File: config.mk
export PLATFORM = sky130hd
export DESIGN_NAME = data_mem_adapter_flat
export DESIGN_NICKNAME = d
export VERILOG_FILES = /design/src/mem_types_pkg.sv /design/src/data_bus_if.sv /design/src/data_mem_adapter.sv /design/src/flat_wrapper.sv
export SDC_FILE = /design/constraint.sdc
export NUM_CORES = 1
export LEC_CHECK = 0
export ABC_CLOCK_PERIOD_IN_PS = 2140
export BUFFER_PORTS_ARGS = -buffer_cell sky130_fd_sc_hd__buf_2
export CORE_AREA = 4 4 79 81
export DETAILED_ROUTE_END_ITERATION = 8
export DIE_AREA = 0 0 83 85
export GPL_ROUTABILITY_DRIVEN = 0
export PLACE_DENSITY_LB_ADDON = 0.08
export SYNTH_ARGS = -nofsm -noshare
export SYNTH_HDL_FRONTEND = slang
export SYNTH_SLANG_ARGS = --single-unit
export TNS_END_PERCENT = 1
File: constraint.sdc
create_clock -name vclk -period 2.14
set_input_delay 0.214 -clock vclk [all_inputs]
set_output_delay 0.214 -clock vclk [all_outputs]
set_load 0.01 [all_outputs]
File: src/mem_types_pkg.sv
`default_nettype none

package mem_types_pkg;

    localparam int DATA_W     = 32;                        // Core data width
    localparam int DATA_LANES = DATA_W / 8;                // Byte lanes per word

    // RAM window, in words
    localparam int DATA_MEM_WORDS = 256;
    localparam int DATA_MEM_AW    = $clog2(DATA_MEM_WORDS);

    typedef logic [DATA_W-1:0]     data_t;                 // One data word
    typedef logic [DATA_W-1:0]     data_addr_t;            // Byte address
    typedef logic [DATA_LANES-1:0] byte_mask_t;            // Write enable per lane

    // Load/store size as the core encodes it
    typedef enum logic [1:0] {
        ACCESS_BYTE = 2'b00,
        ACCESS_HALF = 2'b01,
        ACCESS_WORD = 2'b10
    } data_access_t;

    // Wishbone master side of the bridge
    typedef enum logic {
        BRIDGE_IDLE  = 1'b0,                               // Waiting for re or we
        BRIDGE_CYCLE = 1'b1                                // cyc/stb out, waiting on ack
    } bridge_state_t;

endpackage

`default_nettype wire

File: src/data_bus_if.sv
`default_nettype none

interface data_bus_if
    import mem_types_pkg::*;
();

    data_addr_t addr;       // Word aligned byte address
    logic       re;         // Read request
    logic       we;         // Write request
    byte_mask_t wb;         // Byte lanes to write
    data_t      wdata;      // Lane aligned store data
    data_t      rdata;      // Raw word from memory
    logic       busy;       // Request not yet finished

    // Adapter side
    modport master (
        output addr, re, we, wb, wdata,
        input  rdata, busy
    );

    // Memory side
    modport slave (
        input  addr, re, we, wb, wdata,
        output rdata, busy
    );

endinterface

`default_nettype wire

File: src/data_mem_adapter.sv
`default_nettype none

module data_mem_adapter
    import mem_types_pkg::*;
(
    input  data_addr_t   i_addr,         // Byte address
    input  data_access_t i_access,       // Byte, half or word
    input  logic         i_unsigned,     // Zero extend loads
    input  logic         i_wr_en,        // Store request
    input  logic         i_rd_en,        // Load request
    input  data_t        i_wr_data,      // Low aligned store data
    output data_t        o_rd_data,      // Extended load result
    output logic         o_busy,         // Memory still working
    output logic         o_align_error,  // Misaligned half or word
    data_bus_if.master   bus             // Towards the bridge
);

    logic       [1:0] offset;
    logic             misaligned;
    logic             access_req;
    logic             wr_ok;
    byte_mask_t       lane_mask;
    data_t            lane_data;
    logic       [7:0] ld_byte;
    logic      [15:0] ld_half;

    assign offset     = i_addr[1:0];
    assign access_req = i_rd_en | i_wr_en;

    // Halves need an even offset, words a zero offset
    always_comb begin
        unique case (i_access)
            ACCESS_BYTE: misaligned = 1'b0;
            ACCESS_HALF: misaligned = offset[0];
            ACCESS_WORD: misaligned = (offset != 2'b00);
            default:     misaligned = 1'b1;             // Reserved size code
        endcase
    end

    assign o_align_error = access_req & misaligned;
    assign wr_ok         = i_wr_en & ~misaligned;

    // A misaligned request never reaches the bus
    assign bus.addr  = {i_addr[31:2], 2'b00};
    assign bus.re    = i_rd_en & ~misaligned;
    assign bus.we    = wr_ok;
    assign bus.wb    = wr_ok ? lane_mask : byte_mask_t'(0);
    assign bus.wdata = lane_data;

    assign o_busy = bus.busy;

    // Store side. The data is copied to every lane and the mask
    // picks which of them the RAM takes.
    always_comb begin
        lane_data = '0;
        lane_mask = '0;
        unique case (i_access)
            ACCESS_BYTE: begin
                lane_data = {4{i_wr_data[7:0]}};
                lane_mask = byte_mask_t'(4'b0001 << offset);
            end
            ACCESS_HALF: begin
                lane_data = {2{i_wr_data[15:0]}};
                lane_mask = offset[1] ? 4'b1100 : 4'b0011;
            end
            ACCESS_WORD: begin
                lane_data = i_wr_data;
                lane_mask = 4'b1111;
            end
            default: begin
                lane_data = '0;                         // Nothing written
                lane_mask = '0;
            end
        endcase
    end

    // Load side
    assign ld_byte = bus.rdata[{offset, 3'b000} +: 8];   // Lane chosen by offset
    assign ld_half = offset[1] ? bus.rdata[31:16] : bus.rdata[15:0];

    always_comb begin
        unique case (i_access)
            ACCESS_BYTE: o_rd_data = {{24{~i_unsigned & ld_byte[7]}}, ld_byte};
            ACCESS_HALF: o_rd_data = {{16{~i_unsigned & ld_half[15]}}, ld_half};
            ACCESS_WORD: o_rd_data = bus.rdata;
            default:     o_rd_data = '0;
        endcase
    end

endmodule

`default_nettype wire

File: src/flat_wrapper.sv
// flat-port wrapper written by rule: the top's interface ports become plain ports
module data_mem_adapter_flat import mem_types_pkg::*;
  (i_addr, i_access, i_unsigned, i_wr_en, i_rd_en, i_wr_data, o_rd_data, o_busy, o_align_error, bus_addr, bus_re, bus_we, bus_wb, bus_wdata, bus_rdata, bus_busy);
  data_bus_if bus_i ();
  input  data_addr_t i_addr;
  input  data_access_t i_access;
  input  logic i_unsigned;
  input  logic i_wr_en;
  input  logic i_rd_en;
  input  data_t i_wr_data;
  output data_t o_rd_data;
  output logic o_busy;
  output logic o_align_error;
  output wire logic [$bits(bus_i.addr)-1:0] bus_addr;
  output wire logic [$bits(bus_i.re)-1:0] bus_re;
  output wire logic [$bits(bus_i.we)-1:0] bus_we;
  output wire logic [$bits(bus_i.wb)-1:0] bus_wb;
  output wire logic [$bits(bus_i.wdata)-1:0] bus_wdata;
  input wire logic [$bits(bus_i.rdata)-1:0] bus_rdata;
  input wire logic [$bits(bus_i.busy)-1:0] bus_busy;
  assign bus_addr = bus_i.addr;
  assign bus_re = bus_i.re;
  assign bus_we = bus_i.we;
  assign bus_wb = bus_i.wb;
  assign bus_wdata = bus_i.wdata;
  assign bus_i.rdata = bus_rdata;
  assign bus_i.busy = bus_busy;
  data_mem_adapter u_core (.i_addr(i_addr), .i_access(i_access), .i_unsigned(i_unsigned), .i_wr_en(i_wr_en), .i_rd_en(i_rd_en), .i_wr_data(i_wr_data), .o_rd_data(o_rd_data), .o_busy(o_busy), .o_align_error(o_align_error), .bus(bus_i));
endmodule
# Word-level counts from Yosys, hierarchy flattened
# Cells that the tools add are included.
# W data, S select, Z words.
[word_totals] register_bits=0 inputBits=102
[classes] bitwise_logic=8 n_eq_ne=2 muxes=7 shift=2 reduce_logical=2
[op_table] op="$pmux W32 S3" count=2
[op_table] op="$shiftx A32 B6 Y8" count=1
[op_table] op="$mux W16" count=1
[op_table] op="$pmux W4 S3" count=1
[op_table] op="$mux W4" count=2
[op_table] op="$and A1 B1 Y1" count=5
[op_table] op="$shl A1 B2 Y4 const A" count=1
[op_table] op="$pmux W1 S3" count=1
[op_table] op="$eq A2 B1 Y1 const B" count=1
[op_table] op="$eq A2 B2 Y1 const B" count=1
[op_table] op="$logic_not A2 Y1" count=1
[op_table] op="$not A1 Y1" count=2
[op_table] op="$reduce_bool A2 Y1" count=1
[op_table] op="$or A1 B1 Y1" count=1

# Longest topological paths before layout
# Gate-level depths: netlist (run 1).
[depth] word_depth=5 depth_mapped=6 depth_no_buf=3

# Worst setup path after synthesis (run 1)
# OpenSTA, ideal clock, no wires.
[synth_path] kind="in2out" from="input port i_access[0]" to="output port o_rd_data[3]" slack_ns=0.739 t_arrival_ns=1.187 path_stages=5 path_buffers=3 path_cell_list="buf_2 and2_1 clkbuf_1 buf_2 o31ai_1"
[synth_between] elab_chain_len=2 word_cells_on_any_way=4 classes_between="eq/ne: 2; mux: 1; reduce/logical: 1"
[synth_rtl] item="start, declared" line="flat_wrapper.sv:6" text="input data_access_t i_access;"
[synth_rtl] item="$eq A2 B2 Y1, or another cell as far along" line="data_mem_adapter.sv:82" text="unique case (i_access)"
[synth_rtl] item="$pmux W32 S3 (*)" line="data_mem_adapter.sv:82"
[synth_rtl] item="end, declared" line="flat_wrapper.sv:11" text="output data_t o_rd_data;"
# Mark *: on every way between the ends. The rest lies on a longest branch, timed or not.

# Worst setup path in the final report (run 1)
[layout_path] from="input port i_addr[0]" to="output port o_rd_data[21]"
[layout_between] elab_chain_len=3
[layout_rtl] item="start, declared" line="flat_wrapper.sv:5" text="input data_addr_t i_addr;"
[layout_rtl] item="$shiftx A32 B6 Y8" line="data_mem_adapter.sv:78" text="assign ld_byte = bus.rdata[{offset, 3'b000} +: 8];"
[layout_rtl] item="$and A1 B1 Y1" line="data_mem_adapter.sv:83" text="ACCESS_BYTE: o_rd_data = {{24{~i_unsigned & ld_byte[7]}}, ld_byte};"
[layout_rtl] item="$pmux W32 S3" line="data_mem_adapter.sv:82"
# Every way passes these cells.

==> results.toml, run 1 <==
[final_layout]
nFlopsAndLatches = 0
final_area_um2 = 2100
nNetsFinal = 446
antenna_cells = 0
clock_buffers = 0
fin_cells = 414
layout-drive-gt1-share_pct = 48.5
post-route-util_pct = 38.3
layout.area.seq_um2 = 0
syn_to_final_growth_pct = 29.9

[floorplanning]
start_util_pct = 29.5
coreArea_um2 = 5470
rows = 27
dieArea_um2 = 7060
die_w_um = 83
top_level_ports = 206
die_h_um = 85

[sta]
finalCriticalPeriod_ns = 1.82
rsz0062_at_grt = "no"
slew_headroom_pct = 57.1
maxSlewViolCount = 0
hold_viol_final = 0
worst_pin_slew_ns = 0.642
finalCritPeriodShare_pct = 84.9
fin_tns_setup_ns = 0
max_freq_mhz = 551
setup_violations = 0

[worst_setup_path]
required_ns = 1.93
crit_arrival_ns = 1.60
crit_path_max_fanout = 24
critPathSlowestCell = "mux2_2"
crit_family = "buffers and inverters"
end_kind = "output pin"
path_depth = 6
crit_chain = "buf_2 > mux2_2 > a32oi_4 > buf_4 > o211ai_1 > buf_2"
critPathKind = "input pin to output pin"
critPathMostFrequentCell = "buf_2"
worst-path-buf-inv = 3
slowest_delay_ns = 0.38
crit_path_start = "i_addr[0]"
startpoint_type = "input pin"

[global_route]
grt_antenna_before_repair = 0
grt.total_usage_pct = 16.6
grt_pass1_wl_um = 10200
grt.overflow.total = 0
grt_start_max_net_pins = 25
grt_pass1_vias = 2079

[hold_path]
hold_depth = 0
hold_path_class = "input pin to output pin"
min_from = "i_addr[27]"

[clock_tree]
post_cts_buffers = 0
ctsResizeCount = 0
ctsHoldBuffers = 0

[power_and_ir_drop]
switching_share_pct = 54.9
p_clk_share_pct = 0
power_per_cell_area_nw_per_um2 = 243
power.switching_mw = 0.280
intPower_mw = 0.230
leakagePower_nw = 1.24
ir_drop_uv = 107
comb_power_share_pct = 100.0
p_seq_share_pct = 0

[drt]
wirelength_um = 6360
dr.pass1.iters = 4
vias = 2111
antenna_left = 0
drc = 0
drt_iter0_markers = 95
via_per_inst = 5.10
post_drt_wl_per_cell_um = 15.4

[synthesis]
synth_area_um2 = 1610
synthCells = 249
synth_warnings = 0
synth_cell_types = 41
syn_avg_cell_area_um2 = 6.48
ys_seq_area_share_pct = 0

[placed_design]
port_buffers = 142
hpwl_um = 5060
place_area_um2 = 2100
dp.cells = 414

[status]
outcome = "finished, final reports clean"

[run]
max_cap_violations = 0
==> layout by cell type, fill, tap and decap left out <==
cell,instances
buf_4,9
nor4bb_1,1
nor2_1,21
nand2_1,31
o211ai_1,16
nor2b_1,2
nor3b_2,1
and2_1,1
nor4_1,1
a22oi_1,1
o211a_1,1
nor3_1,3
a211o_1,1
o21ba_2,1
a21o_1,16
mux2i_1,9
xor2_1,1
o221ai_1,1
a21oi_2,1
nand3b_1,1
o221a_1,1
buf_2,142
mux2_2,9
inv_1,19
nor2b_4,2
a21oi_1,2
o21a_1,1
a2bb2oi_1,7
o32a_1,1
conb_1,2
nor3b_1,1
a32oi_1,7
nand2b_1,3
o21ai_0,16
o21ai_1,1
a221oi_1,1
a32oi_4,1
o31ai_1,7
==> metrics by stage <==
step                hold slack [ns]  setup slack, ns  total power [mW]
floorplan                     0.520            0.739             0.358
global placement              0.428            0.309             0.516
detailed placement            0.428            0.302             0.515
CTS                           0.428            0.303             0.517
global route                  0.428            0.162             0.565
finish                        0.428            0.324             0.510
==> cell usage after synthesis, types with 4 or more instances <==
master	n	area share, %
mux2_2	9	6.3
mux2i_1	9	5.6
o21ai_0	16	5.0
buf_4	34	16
a2bb2oi_1	7	3.8
buf_2	14	4.3
buf_6	4	2.8
a32oi_1	7	3.8
clkbuf_1	6	1.4
a21o_1	16	7.4
nor2_1	21	4.9
o211ai_1	16	7.4
nand2_1	31	7.2
inv_1	19	4.4
o31ai_1	7	3.3
==> routing by layer <==
layer	part of all wire [%]	up-vias	global-route usage, %
li1	-	1025	-
met1	40	955	19.6
met2	50	123	31.6
met3	9.7	8	3.98
met4	0.71	0	1.34
met5	0	-	0
==> kinds of logic after synthesis <==
| kind of cell | after synthesis | share of synthesized area, % |
|---|---|---|
| AND/OR/NAND/NOR | 68 | 19.3 |
| AO/OA/AOI/OAI | 83 | 39.0 |
| buffers and inverters | 78 | 29.0 |
| XOR/XNOR | 1 | 0.543 |
| multiplexers | 18 | 11.9 |
| other | 1 | 0.233 |
==> power groups by stage <==
stage	Combinational, mW	Clock [mW]	Sequential, mW
final	0.510	0	0
after floorplan	0.358	0	0
after global placement	0.516	0	0
after CTS	0.517	0	0
after global routing	0.565	0	0
after detailed placement	0.515	0	0
==> worst paths after layout <==
path	end
max	o_rd_data[21]
min	bus_addr[27]
==> final cells by class <==
| class | count | area, um^2 |
|---|---|---|
| fillers | 629 | 3380 |
| multi-input cells | 172 | 1160 |
| inverters | 19 | 71.3 |
| repair buffers | 151 | 778 |
| well taps | 72 | 90.1 |
Power figures use the tool's default switching activity.
==> run 2: changes to the inputs <==
--- a/config.mk
+++ b/config.mk
@@ -5,7 +5,7 @@
 export SDC_FILE = /design/constraint.sdc
 export NUM_CORES = 1
 export LEC_CHECK = 0
-export ABC_CLOCK_PERIOD_IN_PS = 2140
+export ABC_CLOCK_PERIOD_IN_PS = 1900
 export BUFFER_PORTS_ARGS = -buffer_cell sky130_fd_sc_hd__buf_2
 export CORE_AREA = 4 4 79 81
 export DETAILED_ROUTE_END_ITERATION = 8
==> constraint.sdc (replaced) <==
create_clock -name vclk -period 1.9
set_input_delay 0.19 -clock vclk [all_inputs]
set_output_delay 0.19 -clock vclk [all_outputs]
set_load 0.01 [all_outputs]
==> results.toml, run 2 (synthesized netlist as in run 1, its figures left out) <==
[global_route]
grt.total_usage_pct = 16.6
grt.overflow.total = 0
grt_pass1_wl_um = 10200
grt_antenna_before_repair = 0
grt_pass1_vias = 1986
grt_start_max_net_pins = 44

[floorplanning]
die_h_um = 85
coreArea_um2 = 5470
dieArea_um2 = 7060
start_util_pct = 29.5
top_level_ports = 206
die_w_um = 83
rows = 27

[sta]
maxSlewViolCount = 0
fin_tns_setup_ns = 0
worst_pin_slew_ns = 0.575
max_freq_mhz = 583
slew_headroom_pct = 61.7
finalCriticalPeriod_ns = 1.71
rsz0062_at_grt = "no"
finalCritPeriodShare_pct = 90.3
hold_viol_final = 0
setup_violations = 0

[final_layout]
clock_buffers = 0
layout_common_cells = "buf_2 (142), nand2_1 (31), nor2_1 (21)"
final_common_cell = "buf_2"
layout-drive-gt1-share_pct = 48.8
nNetsFinal = 448
nFlopsAndLatches = 0
fillers = 641
antenna_cells = 0
layout.area.seq_um2 = 0
syn_to_final_growth_pct = 32.4

[drt]
antenna_left = 0
drc = 0
dr.pass1.iters = 4
vias = 2085
drt_iter0_markers = 55
wirelength_um = 6350
via_per_inst = 5.01
post_drt_wl_per_cell_um = 15.3

[hold_path]
hold_path_class = "input pin to output pin"
min_from = "i_addr[27]"

[run]
max_cap_violations = 0

[power_and_ir_drop]
power_per_cell_area_nw_per_um2 = 274
ir_drop_uv = 104
leakagePower_nw = 1.26
report.power.total_mw = 0.585

[worst_setup_path]
critPathSlowestCell = "a211o_1"
crit_path_max_fanout = 19
worst-path-buf-inv = 2
required_ns = 1.71
crit_family = "compound AO/OA/AOI/OAI gates"
crit_arrival_ns = 1.52
critPathMostFrequentCell = "buf_2"
end_kind = "output pin"
slowest_delay_ns = 0.45
critPathKind = "input pin to output pin"
crit_path_start = "i_addr[1]"
crit_chain = "buf_2 > nand2b_1 > a211o_1 > o211ai_1 > buf_2"
startpoint_type = "input pin"

[clock_tree]
ctsHoldBuffers = 0
post_cts_buffers = 0
ctsResizeCount = 0

[status]
outcome = "finished, final reports clean"

[placed_design]
port_buffers = 142
hpwl_um = 5110
==> run 2: path summary, 6_finish.rpt <==
check	to	slack (ns)	cells past startpoint
max	o_rd_data[23]	0.19	5
min	bus_addr[27]	0.38	0
==> run 2: final cells by class <==
type	instances	area [um^2]	share of cell area, %
Inverter	19	71.3	3.34
Tap cell	72	90.1	4.22
Multi-Input combinational cell	172	1160	54.1
Timing Repair Buffer	153	818	38.3
==> run 2: power by group <==
part / total (mW) / switching, mW / leakage, nW / internal (mW)
clock: 0 / 0 / 0 / 0
combinational: 0.585 / 0.318 / 1.26 / 0.267
sequential: 0 / 0 / 0 / 0
==> run 2: stage by stage <==
step	utilization, %	instances	hold WS, ns	setup slack, ns	instance area (um^2)
2_1_floorplan	-	250	0.472	0.547	1620
3_3_place_gp	39.0	416	0.380	0.197	2140
3_5_place_dp	39.0	416	0.380	0.174	2140
4_1_cts	39.0	416	0.380	0.177	2140
5_1_grt	39.0	416	0.380	0.0228	2140
6_report	39.0	416	0.380	0.185	2140
==> run 2: routing by layer <==
layer	GRT usage, %	vias up	share of wire [%]
met5	0	-	0
met2	29.9	111	49
li1	-	1030	-
met3	4.27	8	9.7
met1	20.9	936	41
met4	1.19	0	0.63
==> run 3: changes to the inputs <==
==> constraint.sdc (replaced) <==
create_clock -name vclk -period 1.9
set_input_delay 0.19 -clock vclk [all_inputs]
set_output_delay 0.19 -clock vclk [all_outputs]
set_load 0.1 [all_outputs]
==> results.toml, run 3 (synthesized netlist as in run 1, its figures left out) <==
[hold_path]
hold_path_class = "input pin to output pin"

[final_layout]
layout-drive-gt1-share_pct = 53.1
multi_input_area_um2 = 1220
final_area_um2 = 3290
nFlopsAndLatches = 0
fillers = 494
layout.area.seq_um2 = 0
clock_buffers = 0
antenna_cells = 0
final_common_cell = "buf_2"
nNetsFinal = 456
layout_common_cells = "buf_2 (73), buf_12 (71), nand2_1 (31)"
syn_to_final_growth_pct = 104

[global_route]
grt.total_usage_pct = 18.4
grt_start_max_net_pins = 26
grt.overflow.total = 0
grt_antenna_before_repair = 0
grt_pass1_wl_um = 11100
grt_pass1_vias = 2233

[worst_setup_path]
critPathKind = "input pin to output pin"
startpoint_type = "input pin"
required_ns = 1.71
crit_path_end = "o_rd_data[0]"
crit_path_max_fanout = 13
crit_path_start = "i_addr[1]"
end_kind = "output pin"
crit_arrival_ns = 1.48

[drt]
post_drt_wl_per_cell_um = 16.2
wirelength_um = 6860
dr.pass1.iters = 4
antenna_left = 0
drt_iter0_markers = 63
vias = 2110
via_per_inst = 4.98
drc = 0

[sta]
setup_ws_ns = 0.225
rsz0062_at_grt = "no"
whs_ns = 0.380
max_freq_mhz = 597
maxSlewViolCount = 0
finalCritPeriodShare_pct = 88.2
setup_violations = 0
fin_tns_setup_ns = 0
hold_viol_final = 0
finalCriticalPeriod_ns = 1.67

[power_and_ir_drop]
leakagePower_nw = 1.62
ir_drop_uv = 347
power_per_cell_area_nw_per_um2 = 592

[placed_design]
place_area_um2 = 3290
hpwl_um = 6050
place_ws_ns = 0.139
port_buffers = 142

[floorplanning]
dieArea_um2 = 7060
coreArea_um2 = 5470
start_util_pct = 29.5
die_h_um = 85
die_w_um = 83
rows = 27
top_level_ports = 206

[clock_tree]
ctsHoldBuffers = 0

[run]
max_cap_violations = 0

[status]
outcome = "finished, final reports clean"
-- run 3: cell type report --
cell class / instances / share of cell area (%)
multi-input cells: 172 / 37.0
well taps: 72 / 2.74
inverters: 19 / 2.17
repair buffers: 161 / 58.1
-- run 3: where the power goes --
| part | switching [mW] | internal [mW] | leakage [nW] |
|---|---|---|---|
| Sequential | 0 | 0 | 0 |
| Clock | 0 | 0 | 0 |
| Combinational | 1.29 | 0.662 | 1.62 |
-- run 3: timing repair --
| item | 4_1_cts | 5_1_grt |
|---|---|---|
| gates resized for setup | 0 | 1 |
| buffers inserted | 0 | 0 |
| setup endpoints to repair | 0 | 5 |
-- run 3: metrics by stage --
| step | util (%) | cells | total power, mW |
|---|---|---|---|
| after floorplan | - | 250 | 1.54 |
| after CTS | 60.2 | 424 | 1.96 |
| after global placement | 60.2 | 424 | 1.95 |
| after detailed placement | 60.2 | 424 | 1.96 |
| after global routing | 60.2 | 424 | 2.02 |
| final | 60.2 | 424 | 1.95 |
-- run 3: worst min path at each step --
stage | to | start | slack (ns) | cells after the start
5_1_grt | bus_addr[16] | i_addr[16] | 0.38 | 0
3_5_place_dp | bus_addr[10] | i_addr[10] | 0.38 | 0
2_1_floorplan | bus_addr[10] | i_addr[10] | 0.59 | 1
4_1_cts | bus_addr[10] | i_addr[10] | 0.38 | 0
6_report | bus_addr[14] | i_addr[14] | 0.38 | 0
3_3_place_gp | bus_addr[10] | i_addr[10] | 0.38 | 0
-- run 3: worst max-delay path: stages --
cell and delay (ns):
buf_2 0.24, buf_12 0.16, mux2_2 0.36, a32oi_1 0.22, o31ai_2 0.13, buf_12 0.18
-- run 3: layer usage --
layer	track usage, %	wire [um]
met5	0	0
met4	0.446	10
met3	9.13	841
met2	33.7	3420
met1	20.2	2590
